`config.mk`:
```
export PLATFORM = sky130hd
export DESIGN_NAME = slot_fifo
export DESIGN_NICKNAME = d
export VERILOG_FILES = /design/src/rtl/astar_pkg.sv /design/src/rtl/slot_fifo.sv
export SDC_FILE = /design/constraint.sdc
export NUM_CORES = 1
export LEC_CHECK = 0
export ABC_CLOCK_PERIOD_IN_PS = 2300
export BUFFER_PORTS_ARGS = -buffer_cell sky130_fd_sc_hd__buf_2
export CELL_PAD_IN_SITES_DETAIL_PLACEMENT = 1
export CELL_PAD_IN_SITES_GLOBAL_PLACEMENT = 2
export CORE_ASPECT_RATIO = 1.5
export CORE_UTILIZATION = 40
export CTS_CLUSTER_DIAMETER = 120
export CTS_CLUSTER_SIZE = 12
export DETAILED_ROUTE_END_ITERATION = 7
export PLACE_DENSITY = 0.81
export RECOVER_POWER = 50
export SETUP_SLACK_MARGIN = 0.02
export SYNTH_ARGS = -nofsm -noshare
export SYNTH_HDL_FRONTEND = slang
export SYNTH_SLANG_ARGS = --single-unit
```
`constraint.sdc`:
```
create_clock -name clk -period 2.3 [get_ports clk]
set_input_delay 0.115 -clock clk [delete_from_list [all_inputs] [get_ports clk]]
set_output_delay 0.115 -clock clk [all_outputs]
set_load 0.01 [all_outputs]
```
`src/rtl/astar_pkg.sv`:
```
package astar_pkg;

   // Slot table and queue thread count
   localparam int SLOTS = 16;
   localparam int SLOT_W = 4;

   // Bytes per vertex coordinate word
   localparam int COORD_STRIDE = 8;

   // Pending FIFO fill at which dequeue stops
   localparam int FIFO_ALMOST_FULL = 6;

   typedef logic [SLOT_W-1:0] slot_id_t;
   typedef logic [31:0] vid_t;
   typedef logic [31:0] score_t;
   typedef logic [31:0] coord_t;
   typedef logic [31:0] addr_t;
   typedef logic [7:0] cq_slot_t;

   typedef enum logic [2:0] {
      SLOT_FREE,
      SLOT_FETCH,
      SLOT_DIST,
      SLOT_ENQ,
      SLOT_FINISH
   } slot_state_t;

endpackage

```
`src/rtl/slot_fifo.sv`:
```
`timescale 1ns/1ps

module slot_fifo #(
   parameter int WIDTH = 4
) (
   input  logic                       clk,
   input  logic                       rstn,
   input  logic                       wr_en,
   input  logic [WIDTH-1:0]           wr_data,
   input  logic                       rd_en,
   output logic [WIDTH-1:0]           rd_data,
   output logic                       empty,
   output logic [astar_pkg::SLOT_W:0] fill
);
   import astar_pkg::*;

   logic [WIDTH-1:0] mem [SLOTS];
   slot_id_t wr_ptr;
   slot_id_t rd_ptr;

   // Head word falls through to the output
   assign rd_data = mem[rd_ptr];
   assign empty = (fill == '0);

   always_ff @(posedge clk) begin
      if (wr_en) begin
         mem[wr_ptr] <= wr_data;
      end
   end

   always_ff @(posedge clk) begin
      if (!rstn) begin
         wr_ptr <= '0;
         rd_ptr <= '0;
         fill <= '0;
      end else begin
         if (wr_en) begin
            wr_ptr <= wr_ptr + 1'b1;
         end
         if (rd_en) begin
            rd_ptr <= rd_ptr + 1'b1;
         end
         case ({wr_en, rd_en})
            2'b10: fill <= fill + 1'b1;
            2'b01: fill <= fill - 1'b1;
            default: fill <= fill;
         endcase
      end
   end

endmodule

```
# == Yosys cells after proc, flatten, opt, wreduce, memory -nomap -nowiden ==
# Memories as Yosys holds them, arrays and structs flattened. A register that Yosys moved wholly into a read port is not among the register bits.
# Index checks and enable logic that the tools add are counted.
# word_totals
ff_bits,13
latch_bits,0
mem_bits_rw,64
rom_bits,0
out_inout_bits,10
word_cells,17
n_memories,1
# memory_table
memory,words,word_bits,rd,rd_clocked_by_memory_dff,wr,line,rtl
mem,16,4,1,1,1,slot_fifo.sv:17,logic [WIDTH-1:0] mem [SLOTS];
# op_classes
add_sub_neg,4
mul,0
n_div,0
magnitude_cmp,0
eq_ne,2
n_shift,0
muxes,5
n_bitwise,0
reduce_logical,2
# ops
op,count
5-bit case mux with 2 select lines,1
4-bit by 1-bit adder with 4-bit output (second input constant),2
4-bit two-way mux,2
5-bit by 1-bit adder with 5-bit output (second input constant),1
5-bit zero test,1
5-bit by 1-bit subtractor with 5-bit output (second input constant),1
2-bit by 1-bit == test with 1-bit output (second input constant),1
2-bit == test (second input constant),1
1-bit two-way mux,2
2-bit nonzero test,1

# == Logic depth before layout (Yosys ltp) ==
# depth
depth_word,3
depth_mapped,10

# == Worst setup path before layout ==
# No wires, ideal clock.
# synth_timing
path_kind,input to register
start,input port wr_en
end,register fill[4] (netlist bit)
setup_time_ns,0.064
t_arrival_ns,1.988
required_ns,2.236
setup_slack_ns,0.248
cell_stages,9
path_buffers,2
cell_sequence,clkbuf_1 > inv_1 > ha_1 > buf_6 > xor2_1 > ha_1 > o2111a_1 > or4b_1 > nand4_1
# synth_between
elab_chain_cells,2
# synth_lines
element,line,rtl
"start, declared",slot_fifo.sv:8,"input logic wr_en,"
2-bit by 1-bit == test with 1-bit output / 2-bit == test (equally long branches),slot_fifo.sv:43,"case ({wr_en, rd_en})"
5-bit case mux with 2 select lines / 2-bit nonzero test (equally long branches),n/a,
"end signal, assigned",slot_fifo.sv:44,2'b10: fill <= fill + 1'b1;
"end signal, assigned",slot_fifo.sv:45,2'b01: fill <= fill - 1'b1;
"end signal, assigned",slot_fifo.sv:46,default: fill <= fill;
"end, declared",slot_fifo.sv:13,output logic [astar_pkg::SLOT_W:0] fill
# Parallel ways exist; a longest one is shown, timed or not.
# A chain may end at the register's enable or synchronous reset.

==> qor.yml <==
status: "finished, final reports clean"
min_to: "wr_ptr[1]$_SDFFE_PN0P_"
synth_area_sq_um: 3496
fin_setup_tns_ns: 0
antenna_found_initial: 0
synth.top_cell.area_share: 0.5497
die_h_microns: 116.5
dr.first_iter.drc_count: 133
cts_hold_buf: 0
holdPathStages: 2
synth_cell_type_count: 36
yosys-top-cells-area: "edfxtp_1, mux4_1, dfxtp_1"
worstMarginPinSlew_ns: 0.6618
start_util: 0.4130
rsz0062_at_grt: "no"
diodes: 0
drv_slew: 0
max-vdd-ir-drop_v: 0.0003881
syn_inst: 213
min_from: "rstn"
wl_mm: 6.212
clkTransAtPathRegs_ns: 0.06
skew_ns: 0.004487
hp-class: "in -> reg"
htreeDepth: 3
cp.arrival_ns: 2.02
maxCapViolCount: 0
synth_top_area_cell: "edfxtp_1"
synth_edf_count: 64
grt_pass1_wl_mm: 9.880
clk_latency_ns: 0.32
stdcell_area_sq_um: 3936
firstDrtPassIters: 4
cts_tree: "built"
syn-num-nets: 230
die_area_sq_um: 9125
coreArea_sq_um: 8464
ys_warn_count: 0
synthArstFlopShare: 0
drive_above_1_share: 0.1172
crit_path_end_kind: "primary output"
setup-violations-final: 0
routabilityCongestion: 0.6950
grt_pass1_vias: 1866
post-route-min-period_ns: 2.134
ioPinCount: 18
vias_per_cell: 5.353
grt_overflow: 0
ys_seq_elements: 81
max-slew-margin-rel: 0.5588
fill_cells: 865
postPlaceCellArea_sq_um: 3664
grt_usage: 0.1520
r2r-start: "fill[1]$_SDFFE_PN0P_"
r2r_slack_ns: 0.56
area_growth_pct: 12.60
ys.flop_type: "edfxtp_1"
fin_nets: 251
port-buffer-count: 17
post-dp-hpwl_mm: 4.473
cts_buffer_depth: 2
drtAntennaViolNets: 0
critPathMaxFanout: 16
yosysSeqAreaShare: 0.6471
cts.sinks: 81
critPathKind: "reg -> out"
hold_viol: 0
cts_made_buffers: 9
fin_crit_sh: 0.9278
wl_per_cell_microns: 17.95
startpoint_type: "flip-flop"
max_freq_ghz: 0.4686
p_per_area_nw_per_um2: 827.2
rr_worst_depth: 5
yosys-top-cells-count: "edfxtp_1, and2_1, dfxtp_1"
cts-root-buf: "clkbuf_16"
drc: 0
syn_area_per_cell_sq_um: 16.41
cts_resized: 0
required_ns: 2.18
die_w_microns: 78.33
yosysMostFrequentCell: "edfxtp_1"
grt_start_max_net_pins: 20
reg2reg_to: "fill[4]$_SDFFE_PN0P_"
rows: 41
leakage_nw: 1.407
num_vias: 1852
post_cts_buffers: 0
-- logic make-up (layout without fill, tap and decap cells) --
group           count (synthesis)  after routing  synth area share
flops                          81             81            0.6471
mux                            19             19            0.1288
compound gates                 17             17           0.03579
buf+inv                        13             39           0.02326
simple gates                   65             65            0.1102
fa+ha+maj                       9              9           0.03221
xor+xnor                        9              9           0.02255
-- through the flow --
stage | setup slack [ns] | instances | util | hold WS, ns | total power [W]
floorplan | 0.2481 | 213 | - | 0.2139 | 0.001891
global placement | 0.2745 | 330 | 0.4328 | 0.4973 | 0.001981
detailed placement | 0.2318 | 330 | 0.4328 | 0.5036 | 0.001992
CTS | 0.1630 | 346 | 0.4661 | 0.1603 | 0.003298
global route | 0.09168 | 346 | 0.4650 | 0.2121 | 0.003390
finish | 0.1661 | 346 | 0.4650 | 0.2021 | 0.003256
-- final cells by class --
| cell class | count | area [sq um] | area share |
|---|---|---|---|
| timing repair buffer | 19 | 91.34 | 0.02320 |
| multi-input combinational | 119 | 1152 | 0.2928 |
| inverter | 4 | 15.01 | 0.003814 |
| clock buffer | 11 | 252.7 | 0.06421 |
| sequential | 81 | 2262 | 0.5747 |
| clock inverter | 5 | 28.78 | 0.007311 |
| tap | 107 | 133.9 | 0.03401 |
-- report_power, final --
group	internal, W	switching (W)
logic	0.000137	0.000158
registers	0.00162	0.0000378
clock network	0.000785	0.000519
total	0.00254	0.000715
-- layer usage --
metal | global-route usage | part of all wire
met2 | 0.2749 | 0.55
met4 | 0.09012 | 0.023
met5 | 0 | 0
met3 | 0.03125 | 0.028
met1 | 0.1635 | 0.40
-- critical path, stage by stage (launching register included) --
cell	delay (ns)
dfxtp_1	0.30
buf_4	0.26
mux4_1	0.58
a22oi_1	0.31
nand2_1	0.09
buf_2	0.14
-- worst max-delay path by stage --
stage / from / to / slack, ns / depth (start not counted)
floorplan: wr_en / fill[4]$_SDFFE_PN0P_ / 0.25 / 9
global placement: wr_en / fill[4]$_SDFFE_PN0P_ / 0.27 / 8
detailed placement: wr_en / fill[4]$_SDFFE_PN0P_ / 0.23 / 8
CTS: flip-flop / rd_data[3] / 0.16 / 5
global route: flip-flop / rd_data[3] / 0.09 / 5
finish: flip-flop / rd_data[3] / 0.17 / 5
-- state kept, by name, summed over array words and instances (netlist names), named ones only --
register / count
fill: 5
wr_ptr: 4
mem: 64
rd_ptr: 4
-- cells in the final DEF (no fill, tap or decap), drive strengths merged, types with 3 or more instances in the layout --
| master | count |
|---|---|
| dfxtp | 17 |
| nand2 | 9 |
| clkbuf | 18 |
| and2 | 25 |
| buf | 12 |
| mux2i | 3 |
| xor2 | 3 |
| nor2b | 5 |
| edfxtp | 64 |
| a22oi | 8 |
| clkinv | 4 |
| nor2 | 5 |
| nand3 | 3 |
| nand4 | 4 |
| inv | 5 |
| ha | 9 |
| xnor2 | 6 |
| mux4 | 16 |
(Power assumes the default switching activity.)
