===== src/rtl/astar_pkg.sv =====
package astar_pkg;

   // Slot table and queue thread count
   localparam int SLOTS = 16;
   localparam int SLOT_W = 4;

   // Bytes per vertex coordinate word
   localparam int COORD_STRIDE = 8;

   // Pending FIFO fill at which dequeue stops
   localparam int FIFO_ALMOST_FULL = 6;

   typedef logic [SLOT_W-1:0] slot_id_t;
   typedef logic [31:0] vid_t;
   typedef logic [31:0] score_t;
   typedef logic [31:0] coord_t;
   typedef logic [31:0] addr_t;
   typedef logic [7:0] cq_slot_t;

   typedef enum logic [2:0] {
      SLOT_FREE,
      SLOT_FETCH,
      SLOT_DIST,
      SLOT_ENQ,
      SLOT_FINISH
   } slot_state_t;

endpackage


===== src/rtl/child_enqueue.sv =====
`timescale 1ns/1ps

module child_enqueue (
   input  logic                        clk,
   input  logic                        rstn,
   input  logic                        cmp_empty,
   input  astar_pkg::slot_id_t         cmp_slot,
   input  astar_pkg::score_t           cmp_sum,
   output logic                        cmp_pop,
   output astar_pkg::slot_id_t         lookup_slot,
   input  astar_pkg::vid_t             lookup_vid,
   input  astar_pkg::score_t           lookup_fscore,
   input  astar_pkg::score_t           lookup_gscore,
   input  astar_pkg::vid_t             lookup_parent,
   input  astar_pkg::cq_slot_t         lookup_cq_slot,
   output logic                        task_wvalid,
   input  logic                        task_wready,
   output astar_pkg::score_t           task_wts,
   output astar_pkg::vid_t             task_wvid,
   output astar_pkg::vid_t             task_wparent,
   output astar_pkg::score_t           task_wfscore,
   output logic [astar_pkg::SLOTS-1:0] finish_valid,
   input  logic [astar_pkg::SLOTS-1:0] finish_ready,
   output astar_pkg::cq_slot_t         finish_cq_slot,
   output logic                        enq_done,
   output astar_pkg::slot_id_t         done_slot,
   output logic                        fin_done,
   output astar_pkg::slot_id_t         fin_slot
);

   logic fin_pend;

   // The lookup port serves a pending finish before the FIFO head
   assign lookup_slot = fin_pend ? fin_slot : cmp_slot;

   // No child while a finish waits
   assign task_wvalid = !cmp_empty && !fin_pend;
   assign task_wts = (lookup_gscore > cmp_sum) ? lookup_gscore : cmp_sum;
   assign task_wvid = lookup_vid;
   assign task_wparent = lookup_parent;
   assign task_wfscore = lookup_fscore;

   assign cmp_pop = task_wvalid && task_wready;
   assign enq_done = cmp_pop;
   assign done_slot = cmp_slot;

   always_comb begin
      finish_valid = '0;
      finish_valid[fin_slot] = fin_pend;
   end

   assign finish_cq_slot = lookup_cq_slot;
   assign fin_done = fin_pend && finish_ready[fin_slot];

   always_ff @(posedge clk) begin
      if (!rstn) begin
         fin_pend <= 1'b0;
      end else if (fin_done) begin
         fin_pend <= 1'b0;
      end else if (cmp_pop) begin
         fin_pend <= 1'b1;
      end
   end

   always_ff @(posedge clk) begin
      if (cmp_pop) begin
         fin_slot <= cmp_slot;
      end
   end

endmodule


===== config.mk =====
export PLATFORM = sky130hd
export DESIGN_NAME = child_enqueue
export DESIGN_NICKNAME = d
export VERILOG_FILES = /design/src/rtl/astar_pkg.sv /design/src/rtl/child_enqueue.sv
export SDC_FILE = /design/constraint.sdc
export NUM_CORES = 1
export LEC_CHECK = 0
export ABC_AREA = 1
export BUFFER_PORTS_ARGS = -buffer_cell sky130_fd_sc_hd__buf_2
export CAP_MARGIN = 10
export CORE_AREA = 3 3 137 139
export CTS_CLUSTER_SIZE = 20
export DETAILED_ROUTE_END_ITERATION = 12
export DIE_AREA = 0 0 140 142
export PLACE_DENSITY = 0.49
export SLEW_MARGIN = 10
export SYNTH_ARGS = -nofsm -noshare
export SYNTH_HDL_FRONTEND = slang
export SYNTH_SLANG_ARGS = --single-unit

===== constraint.sdc =====
create_clock -name clk -period 3.53 [get_ports clk]
set_input_delay 0.5295 -clock clk [delete_from_list [all_inputs] [get_ports clk]]
set_output_delay 0.5295 -clock clk [all_outputs]
set_load 0.02 [all_outputs]

# Word level (Yosys, flattened, before mapping)
# Index checks and enable logic that the tools add are counted.
word_totals:
  elab_cells: 20
  regBits: 5
  in_bits: 192
op_classes:
  n_mux: 6
  reduce_logical: 7
  magnitude_cmp: 3
  bitwise_logic: 2
op_table:
  columns: ["operator", "count"]
  rows:
  - ["32-bit > comparator", 1]
  - ["32-bit 2-to-1 mux", 1]
  - ["16-bit bitwise AND", 1]
  - ["4-bit by 5-bit less-than comparator with 1-bit output (second input constant)", 1]
  - ["1-bit binary-select mux with 4-bit select", 1]
  - ["1-bit demux with 4-bit select", 1]
  - ["4-bit by 1-bit greater-or-equal comparator with 1-bit output (second input constant)", 1]
  - ["1-bit logical AND", 4]
  - ["4-bit 2-to-1 mux", 1]
  - ["1-bit logical NOT", 2]
  - ["1-bit 2-to-1 mux", 2]
  - ["2-bit OR reduction", 1]
  - ["1-bit NOT", 1]

# Logic depth before layout (Yosys ltp)
logic_depth:
  word_depth: 5
  mapped_depth: 17
  depth_no_buf: 16

# Worst setup path after synthesis
# Ideal clock, no wire load.
synth_path:
  kind: "input port to output port"
  from: "input port cmp_sum[21]"
  to: "output port task_wts[21]"
  t_arrival_ns: 1.838
  path_stages: 12
  slack_ns: 1.163
  path_cell_list: "inv_1 > ha_1 > a21oi_1 > nor2_1 > nor2_1 > nand3_1 > a21oi_2 > nand2_4 > nand2_4 > buf_4 > nand2_1 > nand2_1"
synth_via:
  elab_chain_cells: 2
synth_rtl:
  columns: ["item", "line_no", "source"]
  rows:
  - ["start: declaration", "child_enqueue.sv:8", "input astar_pkg::score_t cmp_sum,"]
  - ["32-bit > comparator", "child_enqueue.sv:38", "assign task_wts = (lookup_gscore > cmp_sum) ? lookup_gscore : cmp_sum;"]
  - ["32-bit 2-to-1 mux *", "child_enqueue.sv:38", null]
  - ["end: declaration", "child_enqueue.sv:18", "output astar_pkg::score_t task_wts,"]
# Mark *: on every way between the ends. The rest lies on a longest branch, timed or not.

# Worst setup path in the final report
layout_path:
  from: "input port cmp_sum[31]"
  to: "output port task_wts[29]"
layout_via:
  elab_chain_cells: 2
layout_rtl:
  columns: ["item", "line_no"]
  rows:
  - ["32-bit > comparator", "child_enqueue.sv:38"]
  - ["32-bit 2-to-1 mux", "child_enqueue.sv:38"]
# No other way between the ends.

==> results.sh <==
export IMPL_status="finished, final reports clean"
export IMPL_cts_tree="done"
export IMPL_skew_ns=0.00239
export IMPL_area_growth_pct=9.90
export IMPL_detail_route_antenna_nets=0
export IMPL_grt_usage_pct=9.11
export IMPL_grt_max_degree=33
export IMPL_gp_congestion=0.789
export IMPL_hold_end="fin_slot[1]"
export IMPL_whs_path_depth=1
export IMPL_synth_net_count=655
export IMPL_dieHeight_um=142
export IMPL_path_class="input pin to output port"
export IMPL_dp_slack_ns=0.253
export IMPL_crit_chain="buf_2 -> inv_1 -> ha_1 -> a21oi_1 -> o21a_1 -> nand2_1 -> a21oi_2 -> nand2_4 -> nand2_4 -> nand2_1 -> nand2_1 -> buf_2"
export IMPL_syn_avg_cell_area_um2=6.04
export IMPL_seq_area_frac_synth_pct=5.38
export IMPL_core_mm2=0.0178
export IMPL_portBuffers=151
export IMPL_vdd_drop_max_mv=0.190
export IMPL_crit_arrival_ns=2.61
export IMPL_ys_types=21
export IMPL_hold_path_class="input pin to flip-flop"
export IMPL_fin_ws_ns=0.393
export IMPL_max_stage_delay_ns=0.36
export IMPL_worstReg2RegEnd="fin_pend"
export IMPL_htreeDepth=1
export IMPL_slew_limit_headroom_pct=72.6
export IMPL_cpMostUsedCell="nand2_1"
export IMPL_endpoint_kind="output port"
export IMPL_cts_buffers_inserted=3
export IMPL_rr_worst_depth=8
export IMPL_required_ns=3.00
export IMPL_cts_hold_buf=0
export IMPL_post_cts_buffers=0
export IMPL_rsz0062_at_grt="false"
export IMPL_startpoint="cmp_sum[31]"
export IMPL_dp_hpwl_um=8660
export IMPL_core_rowCount=49
export IMPL_drive_gt1_share_pct=34.5
export IMPL_grt_ovfl_total=0
export IMPL_antenna_found_initial=0
export IMPL_wl_per_cell_um=13.9
export IMPL_cp_max_fo=32
export IMPL_critical_path_top_delay_family="simple AND/OR/NAND/NOR gates"
export IMPL_worstMarginPinSlew_ns=0.411
export IMPL_clk_pin_slew_ns=0.03
export IMPL_drt_iter0_drc=76
export IMPL_initial_utilization_pct=14.6
export IMPL_crit_slowest_cell="a21oi_1"
export IMPL_cts_resized=0
export IMPL_num_vias=2677
export IMPL_syn_area_mm2=0.00260
export IMPL_synthCells=431
export IMPL_clk_path_buf_depth=2
export IMPL_leakage_nw=1.76
export IMPL_cellPowerDensity_mw_per_mm2=236
export IMPL_clk_latency_ns=0.23
export IMPL_antenna_cells=0
export IMPL_mostFrequentLayoutCell="buf_2"
export IMPL_final_cell_mix="buf_2, nand2_1, inv_1"
export IMPL_drc_errors=0
export IMPL_cp_num_buf_inv=3
export IMPL_r2r_setup_slack_ns=2.07
export IMPL_r2r_start="fin_slot[1]"
export IMPL_dieWidth_um=140
export IMPL_grt_pass1_wl_um=14300
export IMPL_drt_wl_total_um=9710
export IMPL_die_area_mm2=0.0199
export IMPL_startpoint_type="input pin"
export IMPL_hold_violations=0
export IMPL_drv_slew=0
export IMPL_clkSinkCount=5
export IMPL_tns_ns=0
export IMPL_fin_nets=695
export IMPL_vias_per_cell=3.83
export IMPL_fmax_ghz=0.319
export IMPL_hold_start="cmp_slot[1]"
export IMPL_grt_pass1_vias=2621
export IMPL_cts_root_buffer="clkbuf_16"
export IMPL_drv_cap=0
export IMPL_setup_violations=0
export IMPL_post_route_min_period_ns=3.14
export IMPL_dr_pass1_iters=4
export IMPL_synth_ff_latch_count=5
export IMPL_finalCritPeriodShare_pct=88.9
export IMPL_ys_warn_count=0
export IMPL_num_io_pins=360
==> worst reg2reg max path: stages, from the launching register on <==
cell	delay, ns
edfxtp_1	0.47
nor2_1	0.30
a22oi_1	0.14
nand2_1	0.10
nand2_1	0.05
nand3_1	0.08
nor2_1	0.04
nor2_1	0.12
nor2_1	0.05
==> sequential cells by signal, indices dropped and copies added (netlist names) <==
register and count:
fin_pend 1, fin_slot 4
==> power breakdown <==
part	internal, W	switching (W)	total, W
logic	0.000151	0.000266	0.000417
registers	0.0000678	0.00000502	0.0000728
clock network	0.000149	0.0000350	0.000184
==> routing by layer <==
metal  share of wire [%]  GRT usage [%]
met4                 7.5           6.58
met3                  11           2.65
met2                  46           15.9
met5                   0              0
met1                  35           9.39
==> cell type report <==
class	instances	area, um^2
fillers	2119	14900
multi-input cells	258	1390
repair buffers	154	778
well taps	229	287
inverters	49	184
flip-flops and latches	5	140
clock buffers	4	78.8
==> logic make-up (layout without fill, tap and decap cells) <==
logic type / Yosys count / count (layout) / share of synthesized area (%)
AOI/OAI and AO/OA: 31 / 31 / 7.07
and+or+nand+nor: 195 / 195 / 31.1
DFF: 5 / 5 / 5.38
buffers and inverters: 168 / 207 / 41.1
adders and majority gates: 32 / 32 / 15.4
==> stage by stage <==
stage	util, %	power (W)	cell area (um^2)	instances	hold WS (ns)
2_1_floorplan	-	0.000507	2600	431	0.628
3_3_place_gp	15.6	0.000501	2780	695	0.640
3_5_place_dp	15.6	0.000499	2780	695	0.635
4_1_cts	16.1	0.000687	2860	699	0.513
5_1_grt	16.1	0.000738	2860	699	0.518
6_report	16.1	0.000674	2860	699	0.519
==> synthesized netlist by cell type (all sizes together) <==
master / count / area [um^2]
a22oi: 8 / 60.1
a21oi: 14 / 73.8
clkbuf: 4 / 15.0
buf: 115 / 871
nand3: 38 / 190
inv: 49 / 184
ha: 32 / 400
nand2: 116 / 453
dfxtp: 1 / 20.0
nor2: 38 / 145
nand4: 2 / 12.5
a21o: 1 / 7.51
o21ai: 7 / 35.0
nor3b: 1 / 7.51
o21a: 1 / 7.51
edfxtp: 4 / 120
==> how the worst max path moves through the flow <==
stage	endpoint	cells after the start
finish	task_wts[29]	12
global route	task_wts[29]	12
CTS	task_wts[29]	12
detailed placement	task_wts[29]	12
global placement	task_wts[29]	12
floorplan	task_wts[21]	12
(Power assumes the default switching activity.)
