--- src/rtl/astar_pkg.sv ---
package astar_pkg;

   // Slot table and queue thread count
   localparam int SLOTS = 16;
   localparam int SLOT_W = 4;

   // Bytes per vertex coordinate word
   localparam int COORD_STRIDE = 8;

   // Pending FIFO fill at which dequeue stops
   localparam int FIFO_ALMOST_FULL = 6;

   typedef logic [SLOT_W-1:0] slot_id_t;
   typedef logic [31:0] vid_t;
   typedef logic [31:0] score_t;
   typedef logic [31:0] coord_t;
   typedef logic [31:0] addr_t;
   typedef logic [7:0] cq_slot_t;

   typedef enum logic [2:0] {
      SLOT_FREE,
      SLOT_FETCH,
      SLOT_DIST,
      SLOT_ENQ,
      SLOT_FINISH
   } slot_state_t;

endpackage

--- src/rtl/dist_pipe.sv ---
`timescale 1ns/1ps

module dist_pipe (
   input  logic                clk,
   input  logic                rstn,
   input  logic                in_valid,
   input  astar_pkg::slot_id_t in_slot,
   input  astar_pkg::score_t   in_fscore,
   input  astar_pkg::coord_t   src_lat,
   input  astar_pkg::coord_t   src_lon,
   input  astar_pkg::coord_t   tgt_lat,
   input  astar_pkg::coord_t   tgt_lon,
   output logic                out_valid,
   output astar_pkg::slot_id_t out_slot,
   output astar_pkg::score_t   out_sum
);
   import astar_pkg::*;

   logic s1_valid;
   slot_id_t s1_slot;
   score_t s1_fscore;
   coord_t s1_dlat;
   coord_t s1_dlon;

   always_ff @(posedge clk) begin
      if (!rstn) begin
         s1_valid <= 1'b0;
         out_valid <= 1'b0;
      end else begin
         s1_valid <= in_valid;
         out_valid <= s1_valid;
      end
   end

   // Stage one forms the absolute coordinate differences
   always_ff @(posedge clk) begin
      s1_slot <= in_slot;
      s1_fscore <= in_fscore;
      s1_dlat <= (src_lat > tgt_lat) ? src_lat - tgt_lat : tgt_lat - src_lat;
      s1_dlon <= (src_lon > tgt_lon) ? src_lon - tgt_lon : tgt_lon - src_lon;
   end

   // Stage two adds the Manhattan distance to the f-score
   always_ff @(posedge clk) begin
      out_slot <= s1_slot;
      out_sum <= s1_fscore + s1_dlat + s1_dlon;
   end

endmodule

--- config.mk ---
export PLATFORM = sky130hd
export DESIGN_NAME = dist_pipe
export DESIGN_NICKNAME = d
export VERILOG_FILES = /design/src/rtl/astar_pkg.sv /design/src/rtl/dist_pipe.sv
export SDC_FILE = /design/constraint.sdc
export NUM_CORES = 1
export LEC_CHECK = 0
export BUFFER_PORTS_ARGS = -buffer_cell sky130_fd_sc_hd__buf_2
export CORE_UTILIZATION = 52
export DETAILED_ROUTE_END_ITERATION = 8
export GPL_ROUTABILITY_DRIVEN = 0
export HOLD_SLACK_MARGIN = 0.12
export PLACE_DENSITY = 0.78
export RECOVER_POWER = 100
export SYNTH_ARGS = -nofsm -noshare
export SYNTH_HDL_FRONTEND = slang
export SYNTH_SLANG_ARGS = --single-unit
--- constraint.sdc ---
create_clock -name clk -period 3.4 [get_ports clk]
set_clock_uncertainty 0.1 [all_clocks]
set_input_delay 0 -clock clk [delete_from_list [all_inputs] [get_ports clk]]
set_output_delay 0 -clock clk [all_outputs]
set_load 0.05 [all_outputs]
# Word level (Yosys, flattened, before mapping)

Index checks and enable logic that the tools add are counted.

Output and inout bits: 37
Flip-flop bits (word level): 138
Logic and storage cells: 18
Input bits: 167

Muxes and demuxes: 2
Order comparisons: 2
$add $sub $neg: 6

Operators with widths:

| kind           | count |
|---|---|
| $sub 32x32->32 | 4 |
| $add 32x32->32 | 2 |
| $gt 32x32->1   | 2 |
| $mux 32        | 2 |

# Logic depth before layout (Yosys ltp)

Word-level depth: 2
Gate-level depth with buffers: 15
Gate-level depth less buffers: 15

# Least setup slack after synthesis

Ideal clock, no wire load.

Kind: reg-to-reg
From: reg s1_fscore[1]
To: reg out_sum[31]
Library setup time: 0.072 ns
Data required time: 3.228 ns
Path buffers: 0
Arrival time: 3.233 ns
Slack: -0.005 ns
Stages on the path, launching flop included: 14
Clock period less this slack: 3.405 ns
Path through: dfxtp_1 > fa_1 > ha_1 > fa_1 > a211o_1 > a21oi_1 > o221ai_1 > a211oi_2 > or3_1 > a31oi_1 > a21o_1 > a21o_1 > a21oi_1 > xnor2_1

Word-level cells in the longest chain between the ends: 2

Ends and longest elaborated chain:

| item                         | RTL line        | source |
|---|---|---|
| start, declared              | dist_pipe.sv:21 | `score_t s1_fscore;` |
| start signal, assigned       | dist_pipe.sv:38 | `s1_fscore <= in_fscore;` |
| $add 32x32->32 (2 in series) | dist_pipe.sv:46 | `out_sum <= s1_fscore + s1_dlat + s1_dlon;` |
| end signal, assigned         | dist_pipe.sv:46 |  |
| end, declared                | dist_pipe.sv:15 | `output astar_pkg::score_t out_sum` |

No other way between the ends.
A chain may end at the register's enable or synchronous reset.

# Final worst setup path

From: reg s1_dlon[1]
To: reg out_sum[31]

Word-level cells in the longest chain between the ends: 1

Ends and longest elaborated chain:

| item                   | RTL line        | source |
|---|---|---|
| start, declared        | dist_pipe.sv:23 | `coord_t s1_dlon;` |
| start signal, assigned | dist_pipe.sv:40 | `s1_dlon <= (src_lon > tgt_lon) ? src_lon - tgt_lon : tgt_lon - src_lon;` |
| $add 32x32->32         | dist_pipe.sv:46 |  |

No other way between the ends.

==> metrics.txt <==
clk sinks=~140; Final setup viols=2; Max-cap violations=0; clock slew at reported path FFs=approximately 0.060 ns; Reg2Reg Setup Slack=-0.09 ns; syn_nets=between 1,500 and 2,000; Yosys warnings=0; # fillers=about 1,700; Final Hold Viols=0; Num CTS Buffers=17; crit-path cells=fa_1 > ha_2 > fa_2 > a211o_1 > a21oi_2 > o221ai_2 > a211oi_2 > or3_4 > a31oi_4 > a21o_1 > a21o_1 > a21oi_2 > xnor2_1; HPWL Detailed=between 20 and 25 mm; chip width=between 150 and 200 um; worst hold path cell count=4; Die ar.=roughly 23,000 sq um; DRC=0; number of global-route vias before repair=~11,000; Starting Density=between 50% and 60%; largest net degree at the start of global routing=28; first-pass GRT wire length=51.80 mm; synth unique cells=80; worst skew pair latency=roughly 0.4 ns; post-layout minimum cycle time=roughly 3.5 ns; initial drt markers=approximately 700; H-tree depth=4; Critical-path top delay cell=fa_1; First-pass DRT Iterations=5; Leakage=7.530 nW; io pins=just over 200; final cell utilization of the core=70.37%; ys flop type=dfxtp_1; die height=about 150 um; power density cells=647.5 nW/um^2; Mapped Cells=about 1,400; Relative slew margins=between 50 and 60%; Crit path depth=13; Post-synth EDFFs=0; status=complete, but fails checks; port bufs=between 200 and 250; Mapped Area=11,600 sq um; final net count=2,124; share of cells above drive strength 1=15.93%; Hold Path Class=in -> reg; Data required, critical path=3.64 ns; WL final=33.35 mm; synth-to-layout area growth=32.35%; WL/cell=roughly 16 um; antenna diode count=0; initial antenna violation count=0; vias post-DR=about 11,000; grt ovf=0; core area=21,820 sq um; crit share post-route=102.5%; fmax=around 0.29 GHz; Reg2Reg Depth=13; peak supply drop=approximately 850 uV; root buf cell=clkbuf_16; # rows=54; RSZ-0062 raised after global routing=true; Setup Crit Path Kind=reg -> reg; crit path buf inv count=0; global-route usage over all layers=between 20% and 30%; violated checks=setup timing; Clock Path Buffers=2; vias per cell=around 5.6; Max Fanout on Critical Path=2; register area share after synthesis=between 20% and 30%; CP max stage delay=roughly 0.52 ns; worst setup margin=-0.08662 ns; DRT antenna net count=0; Crit path max-delay family=compound AO/OA/AOI/OAI gates; CTS tree=yes; Avg Inst Size Synth=between 8 and 9 sq um; Finished Cell Area=15,360 sq um; Startpoint Class=flop; worst-margin pin slew=0.6431 ns; #FFs+latches synth=between 100 and 150; asr flop ratio synth=0%; Placement Cell Area=approximately 13,000 sq um; Critical Path End Type=flop; max-slew violation count=0; CP arrival=~3.7 ns
routing by layer:
layer	part of all wire, %	global-route usage (%)	wire, um	vias up
met3	6.2	4.669	2084	82
met1	39	31.43	12860	5318
met4	3.4	11.80	1130	0
li1	-	-	-	5561
met5	0	0	0	-
met2	52	53.88	17270	474
worst reg2reg max path, cell delays in order, from the launching register on:
cell and delay, ns:
dfxtp_2 0.33, fa_1 0.52, ha_2 0.22, fa_2 0.36, a211o_1 0.29, a21oi_2 0.21
o221ai_2 0.15, a211oi_2 0.29, or3_4 0.20, a31oi_4 0.08, a21o_1 0.22, a21o_1 0.18
a21oi_2 0.14, xnor2_1 0.13
flip-flops by register name, summed over array words and instances, names as in the netlist:
| signal | count |
|---|---|
| s1_valid | 1 |
| s1_slot | 4 |
| out_slot | 4 |
| out_valid | 1 |
| out_sum | 32 |
| s1_dlon | 32 |
| s1_fscore | 32 |
| s1_dlat | 32 |
power breakdown:
| part | internal [W] | total [W] | switching, W | leakage, nW |
|---|---|---|---|---|
| combinational | 0.00242 | 0.00574 | 0.00332 | 6.10 |
| clock | 0.00111 | 0.00179 | 0.000681 | 0.270 |
| sequential | 0.00213 | 0.00241 | 0.000275 | 1.16 |
synthesized netlist by cell type, types with 3 or more instances:
cell type,instances,area (sq um)
o21a_1,16,120.1
o31ai_1,10,75.07
nor2b_1,16,100.1
ha_1,156,1952
a221oi_1,3,26.28
a2111oi_2,3,45.04
a211oi_1,20,150.1
a31o_2,5,43.79
and2_1,9,56.30
nand2b_1,14,87.58
o21ai_0,55,275.3
o31a_1,6,52.55
and3_1,13,81.33
xor2_1,34,297.8
or3_1,5,31.28
o21bai_1,17,127.6
buf_6,4,45.04
nand4_1,15,93.84
xnor2_1,57,499.2
a211o_1,3,26.28
o22ai_1,5,31.28
nor3_1,20,100.1
a221o_1,5,50.05
o211ai_1,7,52.55
buf_2,30,150.1
a21o_1,69,518.0
clkbuf_1,19,71.32
a31oi_1,15,93.84
inv_1,165,619.3
nand2_1,78,292.8
nand3_1,27,135.1
mux2i_1,16,160.2
nor2_1,75,281.5
o21ai_1,11,55.05
fa_1,36,720.7
a21oi_1,156,780.8
dfxtp_1,138,2763
stage by stage:
| step | worst slack (ns) | setup TNS, ns | total power (W) | instances | hold WS [ns] |
|---|---|---|---|---|---|
| 6_report | -0.08662 | -0.08998 | 0.009944 | 2057 | 0.1264 |
| 5_1_grt | -0.2274 | -0.5878 | 0.01063 | 2057 | 0.1243 |
| 4_1_cts | 0.02220 | 0 | 0.009735 | 2054 | 0.1220 |
| 3_5_place_dp | -0.1541 | -0.2329 | 0.007651 | 1861 | 0.003563 |
| 2_1_floorplan | 0.02342 | 0 | 0.006301 | 1387 | -0.07228 |
| 3_3_place_gp | -0.1049 | -0.1206 | 0.007520 | 1861 | 0.003075 |
cell type report:
type	instances	area, sq um	area share [%]
Multi-Input combinational cell	1028	8068	52.53
Sequential cell	138	2764	18.00
Clock inverter	11	121.4	0.7903
Timing Repair Buffer	415	2978	19.39
Tap cell	280	350.3	2.281
Inverter	165	619.3	4.033
Clock buffer	20	456.7	2.974
final timing paths:
kind,from,to
max,s1_dlon[1],out_sum[31]
min,src_lon[9],s1_dlon[9]
max reg2reg,s1_dlon[1],out_sum[31]
min reg2reg,s1_slot[0],out_slot[0]
cell families (layout without fill, tap and decap cells):
group                      count (synthesis)  count (layout)  synth area share (%)
DFF                                      138             138                 23.81
adders and majority gates                192             192                 23.03
and+or+nand+nor                          287             287                 11.92
xor gates and xnor gates                  91              91                 6.869
muxes                                     20              20                 1.768
buffers and inverters                    221             611                 7.807
AOI/OAI and AO/OA                        438             438                 24.80
cell usage in the layout, fill, tap and decap left out, types with 9 or more instances in the layout:
cell           count
dlygate4sd3_1    161
o21ai_1           11
nand2b_1          14
a21oi_1          147
clkbuf_1          53
a31oi_1           13
clkbuf_16         17
mux2i_1           16
a211oi_1          18
ha_1             155
nor2b_1           16
o21ai_0           53
o21bai_1          17
a21oi_2            9
buf_4             47
nand4_1           15
nor2_1            73
nand2_1           78
o31ai_1           10
fa_1              34
buf_2            151
a21o_1            69
and3_1            13
nand3_1           27
dfxtp_1          137
inv_1            165
o21a_1            16
xor2_1            34
xnor2_1           57
nor3_1            20
what timing repair did:
action                     CTS  global route
setup buffers                1             3
resized for setup            6            25
hold buffers               161             0
pin swaps                    8            22
setup endpoints to repair    6            37
hold endpoints to repair    98             0
Power figures use the tool's default switching activity.
