==> config.mk <==
export PLATFORM = sky130hd
export DESIGN_NAME = task_dequeue
export DESIGN_NICKNAME = d
export VERILOG_FILES = /design/src/rtl/astar_pkg.sv /design/src/rtl/slot_fifo.sv /design/src/rtl/task_dequeue.sv
export SDC_FILE = /design/constraint.sdc
export NUM_CORES = 2
export LEC_CHECK = 0
export ABC_AREA = 1
export BUFFER_PORTS_ARGS = -buffer_cell sky130_fd_sc_hd__buf_2
export CORE_MARGIN = 4
export CORE_UTILIZATION = 55
export CTS_CLUSTER_DIAMETER = 30
export DETAILED_ROUTE_END_ITERATION = 10
export PLACE_DENSITY = 0.7
export SETUP_SLACK_MARGIN = 0.1
export SLEW_MARGIN = 30
export SYNTH_ARGS = -nofsm -noshare
export SYNTH_HDL_FRONTEND = slang
export SYNTH_SLANG_ARGS = --single-unit
==> constraint.sdc <==
create_clock -name clk -period 18.7 [get_ports clk]
set_input_delay 2.805 -clock clk [delete_from_list [all_inputs] [get_ports clk]]
set_output_delay 2.805 -clock clk [all_outputs]
set_load 0.01 [all_outputs]
==> src/rtl/astar_pkg.sv <==
package astar_pkg;

   // Slot table and queue thread count
   localparam int SLOTS = 16;
   localparam int SLOT_W = 4;

   // Bytes per vertex coordinate word
   localparam int COORD_STRIDE = 8;

   // Pending FIFO fill at which dequeue stops
   localparam int FIFO_ALMOST_FULL = 6;

   typedef logic [SLOT_W-1:0] slot_id_t;
   typedef logic [31:0] vid_t;
   typedef logic [31:0] score_t;
   typedef logic [31:0] coord_t;
   typedef logic [31:0] addr_t;
   typedef logic [7:0] cq_slot_t;

   typedef enum logic [2:0] {
      SLOT_FREE,
      SLOT_FETCH,
      SLOT_DIST,
      SLOT_ENQ,
      SLOT_FINISH
   } slot_state_t;

endpackage

==> src/rtl/slot_fifo.sv <==
`timescale 1ns/1ps

module slot_fifo #(
   parameter int WIDTH = 4
) (
   input  logic                       clk,
   input  logic                       rstn,
   input  logic                       wr_en,
   input  logic [WIDTH-1:0]           wr_data,
   input  logic                       rd_en,
   output logic [WIDTH-1:0]           rd_data,
   output logic                       empty,
   output logic [astar_pkg::SLOT_W:0] fill
);
   import astar_pkg::*;

   logic [WIDTH-1:0] mem [SLOTS];
   slot_id_t wr_ptr;
   slot_id_t rd_ptr;

   // Head word falls through to the output
   assign rd_data = mem[rd_ptr];
   assign empty = (fill == '0);

   always_ff @(posedge clk) begin
      if (wr_en) begin
         mem[wr_ptr] <= wr_data;
      end
   end

   always_ff @(posedge clk) begin
      if (!rstn) begin
         wr_ptr <= '0;
         rd_ptr <= '0;
         fill <= '0;
      end else begin
         if (wr_en) begin
            wr_ptr <= wr_ptr + 1'b1;
         end
         if (rd_en) begin
            rd_ptr <= rd_ptr + 1'b1;
         end
         case ({wr_en, rd_en})
            2'b10: fill <= fill + 1'b1;
            2'b01: fill <= fill - 1'b1;
            default: fill <= fill;
         endcase
      end
   end

endmodule

==> src/rtl/task_dequeue.sv <==
`timescale 1ns/1ps

module task_dequeue (
   input  logic                          clk,
   input  logic                          rstn,
   input  logic                          start,
   input  astar_pkg::addr_t              coord_base,
   output logic [astar_pkg::SLOTS-1:0]   task_arvalid,
   input  logic [astar_pkg::SLOTS-1:0]   task_rvalid,
   input  astar_pkg::vid_t               task_vid,
   input  astar_pkg::score_t             task_fscore,
   input  astar_pkg::score_t             task_gscore,
   input  astar_pkg::vid_t               task_parent,
   input  astar_pkg::cq_slot_t           task_cq_slot,
   output logic                          mem_arvalid,
   output astar_pkg::addr_t              mem_araddr,
   output astar_pkg::slot_id_t           mem_arid,
   input  logic                          mem_arready,
   input  logic                          mem_rvalid,
   input  astar_pkg::slot_id_t           mem_rid,
   output astar_pkg::score_t             resp_fscore,
   input  astar_pkg::slot_id_t           lookup_slot,
   output astar_pkg::vid_t               lookup_vid,
   output astar_pkg::score_t             lookup_fscore,
   output astar_pkg::score_t             lookup_gscore,
   output astar_pkg::vid_t               lookup_parent,
   output astar_pkg::cq_slot_t           lookup_cq_slot,
   input  logic                          enq_done,
   input  astar_pkg::slot_id_t           done_slot,
   input  logic                          fin_done,
   input  astar_pkg::slot_id_t           fin_slot
);
   import astar_pkg::*;

   slot_state_t state [SLOTS];
   vid_t slot_vid [SLOTS];
   score_t slot_fscore [SLOTS];
   score_t slot_gscore [SLOTS];
   vid_t slot_parent [SLOTS];
   cq_slot_t slot_cq [SLOTS];

   logic [SLOTS-1:0] deq_hit;
   logic deq_valid;
   slot_id_t deq_slot;
   logic pend_empty;
   logic [SLOT_W:0] pend_fill;
   slot_id_t pend_head;

   // Response delayed by the distance pipeline depth
   logic rsp_v1;
   logic rsp_v2;
   slot_id_t rsp_id1;
   slot_id_t rsp_id2;

   assign deq_hit = task_arvalid & task_rvalid;
   assign deq_valid = |deq_hit;

   // Lowest ready slot wins
   always_comb begin
      deq_slot = '0;
      for (int i = SLOTS - 1; i >= 0; i--) begin
         if (deq_hit[i]) begin
            deq_slot = slot_id_t'(i);
         end
      end
   end

   always_ff @(posedge clk) begin
      if (deq_valid) begin
         slot_vid[deq_slot] <= task_vid;
         slot_fscore[deq_slot] <= task_fscore;
         slot_gscore[deq_slot] <= task_gscore;
         slot_parent[deq_slot] <= task_parent;
         slot_cq[deq_slot] <= task_cq_slot;
      end
   end

   slot_fifo #(
      .WIDTH(SLOT_W)
   ) i_pending (
      .clk(clk),
      .rstn(rstn),
      .wr_en(deq_valid),
      .wr_data(deq_slot),
      .rd_en(mem_arvalid & mem_arready),
      .rd_data(pend_head),
      .empty(pend_empty),
      .fill(pend_fill)
   );

   // One coordinate read per pending head
   assign mem_arvalid = !pend_empty;
   assign mem_arid = pend_head;
   assign mem_araddr = coord_base + addr_t'(slot_vid[pend_head]) * addr_t'(COORD_STRIDE);

   assign resp_fscore = slot_fscore[mem_rid];

   assign lookup_vid = slot_vid[lookup_slot];
   assign lookup_fscore = slot_fscore[lookup_slot];
   assign lookup_gscore = slot_gscore[lookup_slot];
   assign lookup_parent = slot_parent[lookup_slot];
   assign lookup_cq_slot = slot_cq[lookup_slot];

   always_ff @(posedge clk) begin
      if (!rstn) begin
         rsp_v1 <= 1'b0;
         rsp_v2 <= 1'b0;
      end else begin
         rsp_v1 <= mem_rvalid;
         rsp_v2 <= rsp_v1;
      end
      rsp_id1 <= mem_rid;
      rsp_id2 <= rsp_id1;
   end

   for (genvar i = 0; i < SLOTS; i++) begin : g_slot
      assign task_arvalid[i] = (state[i] == SLOT_FREE) && start
         && (pend_fill < (SLOT_W + 1)'(FIFO_ALMOST_FULL));

      always_ff @(posedge clk) begin
         if (!rstn) begin
            state[i] <= SLOT_FREE;
         end else begin
            case (state[i])
               SLOT_FREE: begin
                  if (deq_valid && deq_slot == slot_id_t'(i)) begin
                     state[i] <= SLOT_FETCH;
                  end
               end
               SLOT_FETCH: begin
                  if (mem_rvalid && mem_rid == slot_id_t'(i)) begin
                     state[i] <= SLOT_DIST;
                  end
               end
               SLOT_DIST: begin
                  // Sum is now in the completed FIFO
                  if (rsp_v2 && rsp_id2 == slot_id_t'(i)) begin
                     state[i] <= SLOT_ENQ;
                  end
               end
               SLOT_ENQ: begin
                  if (enq_done && done_slot == slot_id_t'(i)) begin
                     state[i] <= SLOT_FINISH;
                  end
               end
               SLOT_FINISH: begin
                  if (fin_done && fin_slot == slot_id_t'(i)) begin
                     state[i] <= SLOT_FREE;
                  end
               end
               default: state[i] <= SLOT_FREE;
            endcase
         end
      end
   end

endmodule

# ---- Yosys cells after proc, flatten, opt, wreduce, memory -nomap -nowiden
# Memory sizes are Yosys's and may differ from the RTL's. A register that Yosys moved wholly into a read port is not among the register bits.
# Cells that the tools add are included.
dict set report totals {
  reg_bits 23
  ram_bits 2288
  inputBits 207
  wordCells 898
  memories 7
}
# memory depth word_bits read_ports rd_ports_with_merged_regs write_ports line_no
set mem_list {}
lappend mem_list {slot_fscore 16 32 2 0 1 task_dequeue.sv:37} ;# score_t slot_fscore [SLOTS];
lappend mem_list {slot_gscore 16 32 1 0 1 task_dequeue.sv:38} ;# score_t slot_gscore [SLOTS];
lappend mem_list {slot_parent 16 32 1 0 1 task_dequeue.sv:39} ;# vid_t slot_parent [SLOTS];
lappend mem_list {slot_vid 16 32 2 0 1 task_dequeue.sv:36} ;# vid_t slot_vid [SLOTS];
lappend mem_list {slot_cq 16 8 1 0 1 task_dequeue.sv:40} ;# cq_slot_t slot_cq [SLOTS];
lappend mem_list {i_pending.mem 16 4 1 1 1 slot_fifo.sv:17} ;# logic [WIDTH-1:0] mem [SLOTS];
lappend mem_list {{1 more memories} - - - - - -}
dict set report classes {
  add_sub_neg 5
  order_cmp 1
  eq_ne 141
  muxes 486
  n_bitwise 98
  reduce_logical 153
}
# cell n
set ops {}
lappend ops {{$mux 1} 371}
lappend ops {{$mux 3} 96}
lappend ops {{$eq 4x4->1 const B} 40}
lappend ops {{$logic_and 1x1->1} 112}
lappend ops {{$eq 3x2->1 const B} 32}
lappend ops {{$or 1x1->1} 96}
lappend ops {{$eq 4x3->1 const B} 20}
lappend ops {{$reduce_or 5->1} 16}
lappend ops {{$mux 4} 18}
lappend ops {{$eq 3x1->1 const B} 16}
lappend ops {{$eq 3x3->1 const B} 16}
lappend ops {{$logic_not 3->1} 16}
lappend ops {{$eq 4x2->1 const B} 10}
lappend ops {{$add 32x32->32} 1}
lappend ops {{$eq 4x1->1 const B} 5}
lappend ops {{$logic_not 4->1} 5}
lappend ops {{$and 16x16->16} 1}
lappend ops {{$reduce_or 16->1} 1}
lappend ops {{$pmux 5 s2} 1}
lappend ops {{$add 4x1->4 const B} 2}
lappend ops {{$add 5x1->5 const B} 1}
lappend ops {{$logic_not 5->1} 1}
lappend ops {{$lt 5x3->1 const B} 1}
lappend ops {{$sub 5x1->5 const B} 1}
lappend ops {{other kinds (5)} 5}

# ---- Longest topological paths before layout
dict set report depth {
  ltp_word 32
  mapped_depth 31
  depth_no_buf 28
}

# ---- Modules after synthesis
# Synthesis repeated with hierarchy kept, for this count alone.
dict set report unflattened {
  hier_cells 8499
  area_unflattened_um2 99817.0
}
# module instances cells_each area_per_inst_um2 seq_area_each_um2
set by_module_without_submodules {}
lappend by_module_without_submodules {task_dequeue 1 8166 96232.3 66984.2}
lappend by_module_without_submodules {slot_fifo 1 333 3584.7 2262.2}

# ---- Worst setup path after synthesis
# No wires, ideal clock.
dict set report synth_path {
  path_kind {input -> register}
  startpoint {input port start}
  endpoint {memory slot_cq[8][0] (netlist bit), enable pin}
  setup_ps 799
  t_arrival_ps 13259
  required_ps 17901
  path_slack_ps 4641
  path_stages 16
  n_path_buf 0
  cell_sequence {nand3_4 -> nor4_2 -> nand2_1 -> nand2_1 -> nand2_1 -> nand2_1 -> nand2_1 -> nand2_1 -> nand2_1 -> nand2_1 -> nand2_1 -> nand2_1 -> nand2_1 -> nand2_2 -> inv_2 -> nor3_1}
}
dict set report synth_between {
  word_cells_on_any_way 52
}
# element line_no
set synth_lines {}
lappend synth_lines {{from (decl)} task_dequeue.sv:6} ;# input logic start,
lappend synth_lines {{$logic_and 1x1->1} task_dequeue.sv:117} ;# assign task_arvalid[i] = (state[i] == SLOT_FREE) && start
lappend synth_lines {{$logic_and 1x1->1} task_dequeue.sv:118} ;# && (pend_fill < (SLOT_W + 1)'(FIFO_ALMOST_FULL));
lappend synth_lines {{via task_arvalid, one bit} task_dequeue.sv:8} ;# output logic [astar_pkg::SLOTS-1:0] task_arvalid,
lappend synth_lines {{$and 16x16->16} task_dequeue.sv:55} ;# assign deq_hit = task_arvalid & task_rvalid;
lappend synth_lines {{$mux 4 (11 in series)} task_dequeue.sv:62} ;# if (deq_hit[i]) begin
lappend synth_lines {{via deq_slot[0]} task_dequeue.sv:44} ;# slot_id_t deq_slot;
lappend synth_lines {{to (decl)} task_dequeue.sv:40}
# The timed path passes the listed nets, and every way through them passes these cells.

==> results.ini <==
[status]
status = complete, no violations

[worst_hold_path]
hold_class = flip-flop to flip-flop

[yosys]
ys_ff_latch = 2315
syn_inst = 8685
syn_area_per_cell_um2 = 11.6
synth-seq-area-share_pct = 68.9
syn_nets = 8931
synthDistinctLibCells = 54
yosysWarnings = 0
synth_ff_type = edfxtp_1
synth_area_um2 = 100000
async_flop_share_pct = 0
synth_edf_count = 2288

[floorplan]
io_pins = 428
start_util_pct = 55.5
die_x_um = 435
design.core.area_um2 = 181000
fp-row-count = 156
die_h_um = 435
die-area_um2 = 190000

[worst_setup_path]
slowest_stage = dfxtp_2
cpPeakStageDelay_ps = 680
setup.worst_path.class = flip-flop to primary output
worstPathArrival_ps = 7830
start_kind = flip-flop
worst-path-max-fanout = 119
crit_required_ps = 15890
path_delay_family = compound AO/OA/AOI/OAI gates
crit_top_cell = nand2_1
crit_buf_inv = 6
end_kind = primary output

[global_routing]
antenna_found_initial = 60
gr-usage-all-layers_pct = 31.4
grt_pass1_vias = 74800
grt_max_degree = 219
grt_pass1_wl_mm = 456
grt_overflow = 0

[clocking]
htreeDepth = 5
cts_buffers = 467
clk_pin_slew_worst_paths_ps = 50
holdBufCountCts = 0
post_cts_buffers = 0
root_buffer = clkbuf_16
cts_max_path_buffers = 4
clkSinkCount = 2315
cts_tree = yes
clock_latency_ps = 980
ctsResizeCount = 0

[power]
p_comb_share_pct = 23.2
pwr-share-seq_pct = 34.0
switchingPower_mw = 6.02
p_per_area_nw_per_um2 = 160
leakage_nw = 42.0
intPower_mw = 13.2
switching_share_pct = 31.3
ir_worst_vdd_mv = 0.170
clkPwrFrac_pct = 42.9

[route]
drc = 0
viasPerCell = 6.46
finalWirelength_mm = 310
drtAntennaViolNets = 0
drtIter0Drc = 10100
routedWlPerCell_um = 26.2
dr_total_vias = 76500
dr.pass1.iters = 9

[layout]
fin_nets = 9275
design_area_um2 = 120000
drive_gt1_share_pct = 14.0
syn_to_final_growth_pct = 19.6
fillers = 12900
fin_cells = 11800

[timing]
holdWs_ps = 328
setup_ws_ps = 8060
tns_ps = 0
tightest_slew_ps = 1230
finalCriticalPeriod_ps = 10640
skew_ps = 48.5
relSlewSlack_pct = 17.7
rsz0062_at_grt = no
period_share_pct = 56.9
slew_violations = 0
hold_viol_final = 0
timing.fmax_mhz = 94.0
setup_viol = 0

[placed_design]
globalplace.congestion = 0.889
portBuffers = 421
place_area_um2 = 104000
post-place-ws_ps = 8610
place_hpwl_mm = 153
placed_cells = 10900

[flow_run]
cap_violations = 0

[cells by family (layout without fill, tap and decap cells)]
logic type	Yosys count	count (layout)	share of synthesized area [%]
AND/OR/NAND/NOR	2519	2519	10.5
flip-flops	2315	2315	68.9
adder cells (fa/ha/maj)	39	39	0.501
XOR/XNOR	30	30	0.262
AO/OA/AOI/OAI	2716	2716	15.7
multiplexers	7	7	0.0697
buffers and inverters	1059	1789	4.09
other	0	50	0
[Yosys cell counts (26+ instances only)]
library cell / count / area (µm²)
a21oi_1: 326 / 1630
a22oi_1: 76 / 571
a32o_1: 26 / 260
buf_1: 51 / 191
buf_2: 77 / 385
clkbuf_1: 510 / 1910
dfxtp_1: 27 / 541
edfxtp_1: 2288 / 68700
ha_1: 37 / 463
inv_1: 399 / 1500
nand2_1: 718 / 2700
nand3_1: 565 / 2830
nand4_1: 44 / 275
nor2_1: 1096 / 4110
nor3_1: 51 / 255
o211ai_1: 193 / 1450
o21ai_0: 1427 / 7140
o21ai_1: 106 / 531
o221ai_1: 200 / 1750
o22ai_1: 269 / 1680
[flip-flops by register name (all words and copies together) (netlist names), named ones only]
register / cells
rsp_id1: 4
i_pending.rd_ptr: 4
state: 48
slot_parent: 512
slot_cq: 128
rsp_v1: 1
rsp_v2: 1
slot_vid: 512
rsp_id2: 4
slot_gscore: 512
i_pending.fill: 5
i_pending.wr_ptr: 4
slot_fscore: 512
i_pending.mem: 64
[area by class of cell]
| class | count | area, µm² | share of cell area, % |
|---|---|---|---|
| flip-flops and latches | 2315 | 69200 | 57.6 |
| multi-input cells | 5311 | 27200 | 22.7 |
| clock buffers | 538 | 12100 | 10.1 |
| clock inverters | 317 | 3590 | 2.99 |
| repair buffers | 522 | 3220 | 2.68 |
| well taps | 2370 | 2970 | 2.47 |
| inverters | 412 | 1670 | 1.39 |
| diodes | 50 | 125 | 0.104 |
[layer usage]
| metal | vias up | global-route usage [%] | routed length (µm) |
|---|---|---|---|
| met1 | 37200 | 39.3 | 113000 |
| met4 | 6 | 19.6 | 18400 |
| met2 | 4970 | 50.8 | 147000 |
| met3 | 1044 | 6.06 | 31100 |
| met5 | - | 0 | 32 |
| li1 | 33300 | - | - |
[per-stage QoR]
step,power [mW],util [%]
2_1_floorplan,9.37,-
3_3_place_gp,10.9,57.4
3_5_place_dp,10.9,57.5
4_1_cts,19.2,66.2
5_1_grt,19.9,66.3
6_report,19.2,66.3
[final timing paths]
| check | to | depth (start not counted) | startpoint | slack [ps] |
|---|---|---|---|---|
| setup / recovery | mem_araddr[27] | 31 | flip-flop | 8060 |
| hold / removal | rsp_id2[1]$_DFF_P_ | 0 | rsp_id1[1]$_DFF_P_ | 330 |
| setup reg to reg | slot_vid[11][3]$_DFFE_PN_ | 15 | i_pending.fill[1]$_SDFFE_PN0P_ | 12830 |
| hold reg to reg | rsp_id2[1]$_DFF_P_ | 0 | rsp_id1[1]$_DFF_P_ | 330 |
[power by group through the flow]
stage	Combinational, mW	Sequential [mW]	Clock (mW)
final	4.45	6.52	8.23
after floorplan	2.74	6.63	0
after global placement	4.28	6.58	0
after CTS	4.37	6.52	8.27
after detailed placement	4.35	6.60	0
after global routing	4.78	6.55	8.55
[layout by cell type (no fill, tap or decap), types with 39 or more instances in the layout]
cell	instances
clkinvlp_4	39
nand3_1	565
o211ai_1	193
clkbuf_16	473
nor3_1	50
o21ai_0	1425
o221ai_1	200
o22ai_1	269
diode_2	50
clkbuf_1	60
nand2_1	715
nor2_1	1089
a21oi_1	326
inv_1	381
a22oi_1	76
nand4_1	44
o21ai_1	108
buf_2	417
clkinv_2	73
bufinv_16	69
edfxtp_1	2288
clkinv_1	72
buf_4	71
(Power assumes the default switching activity.)
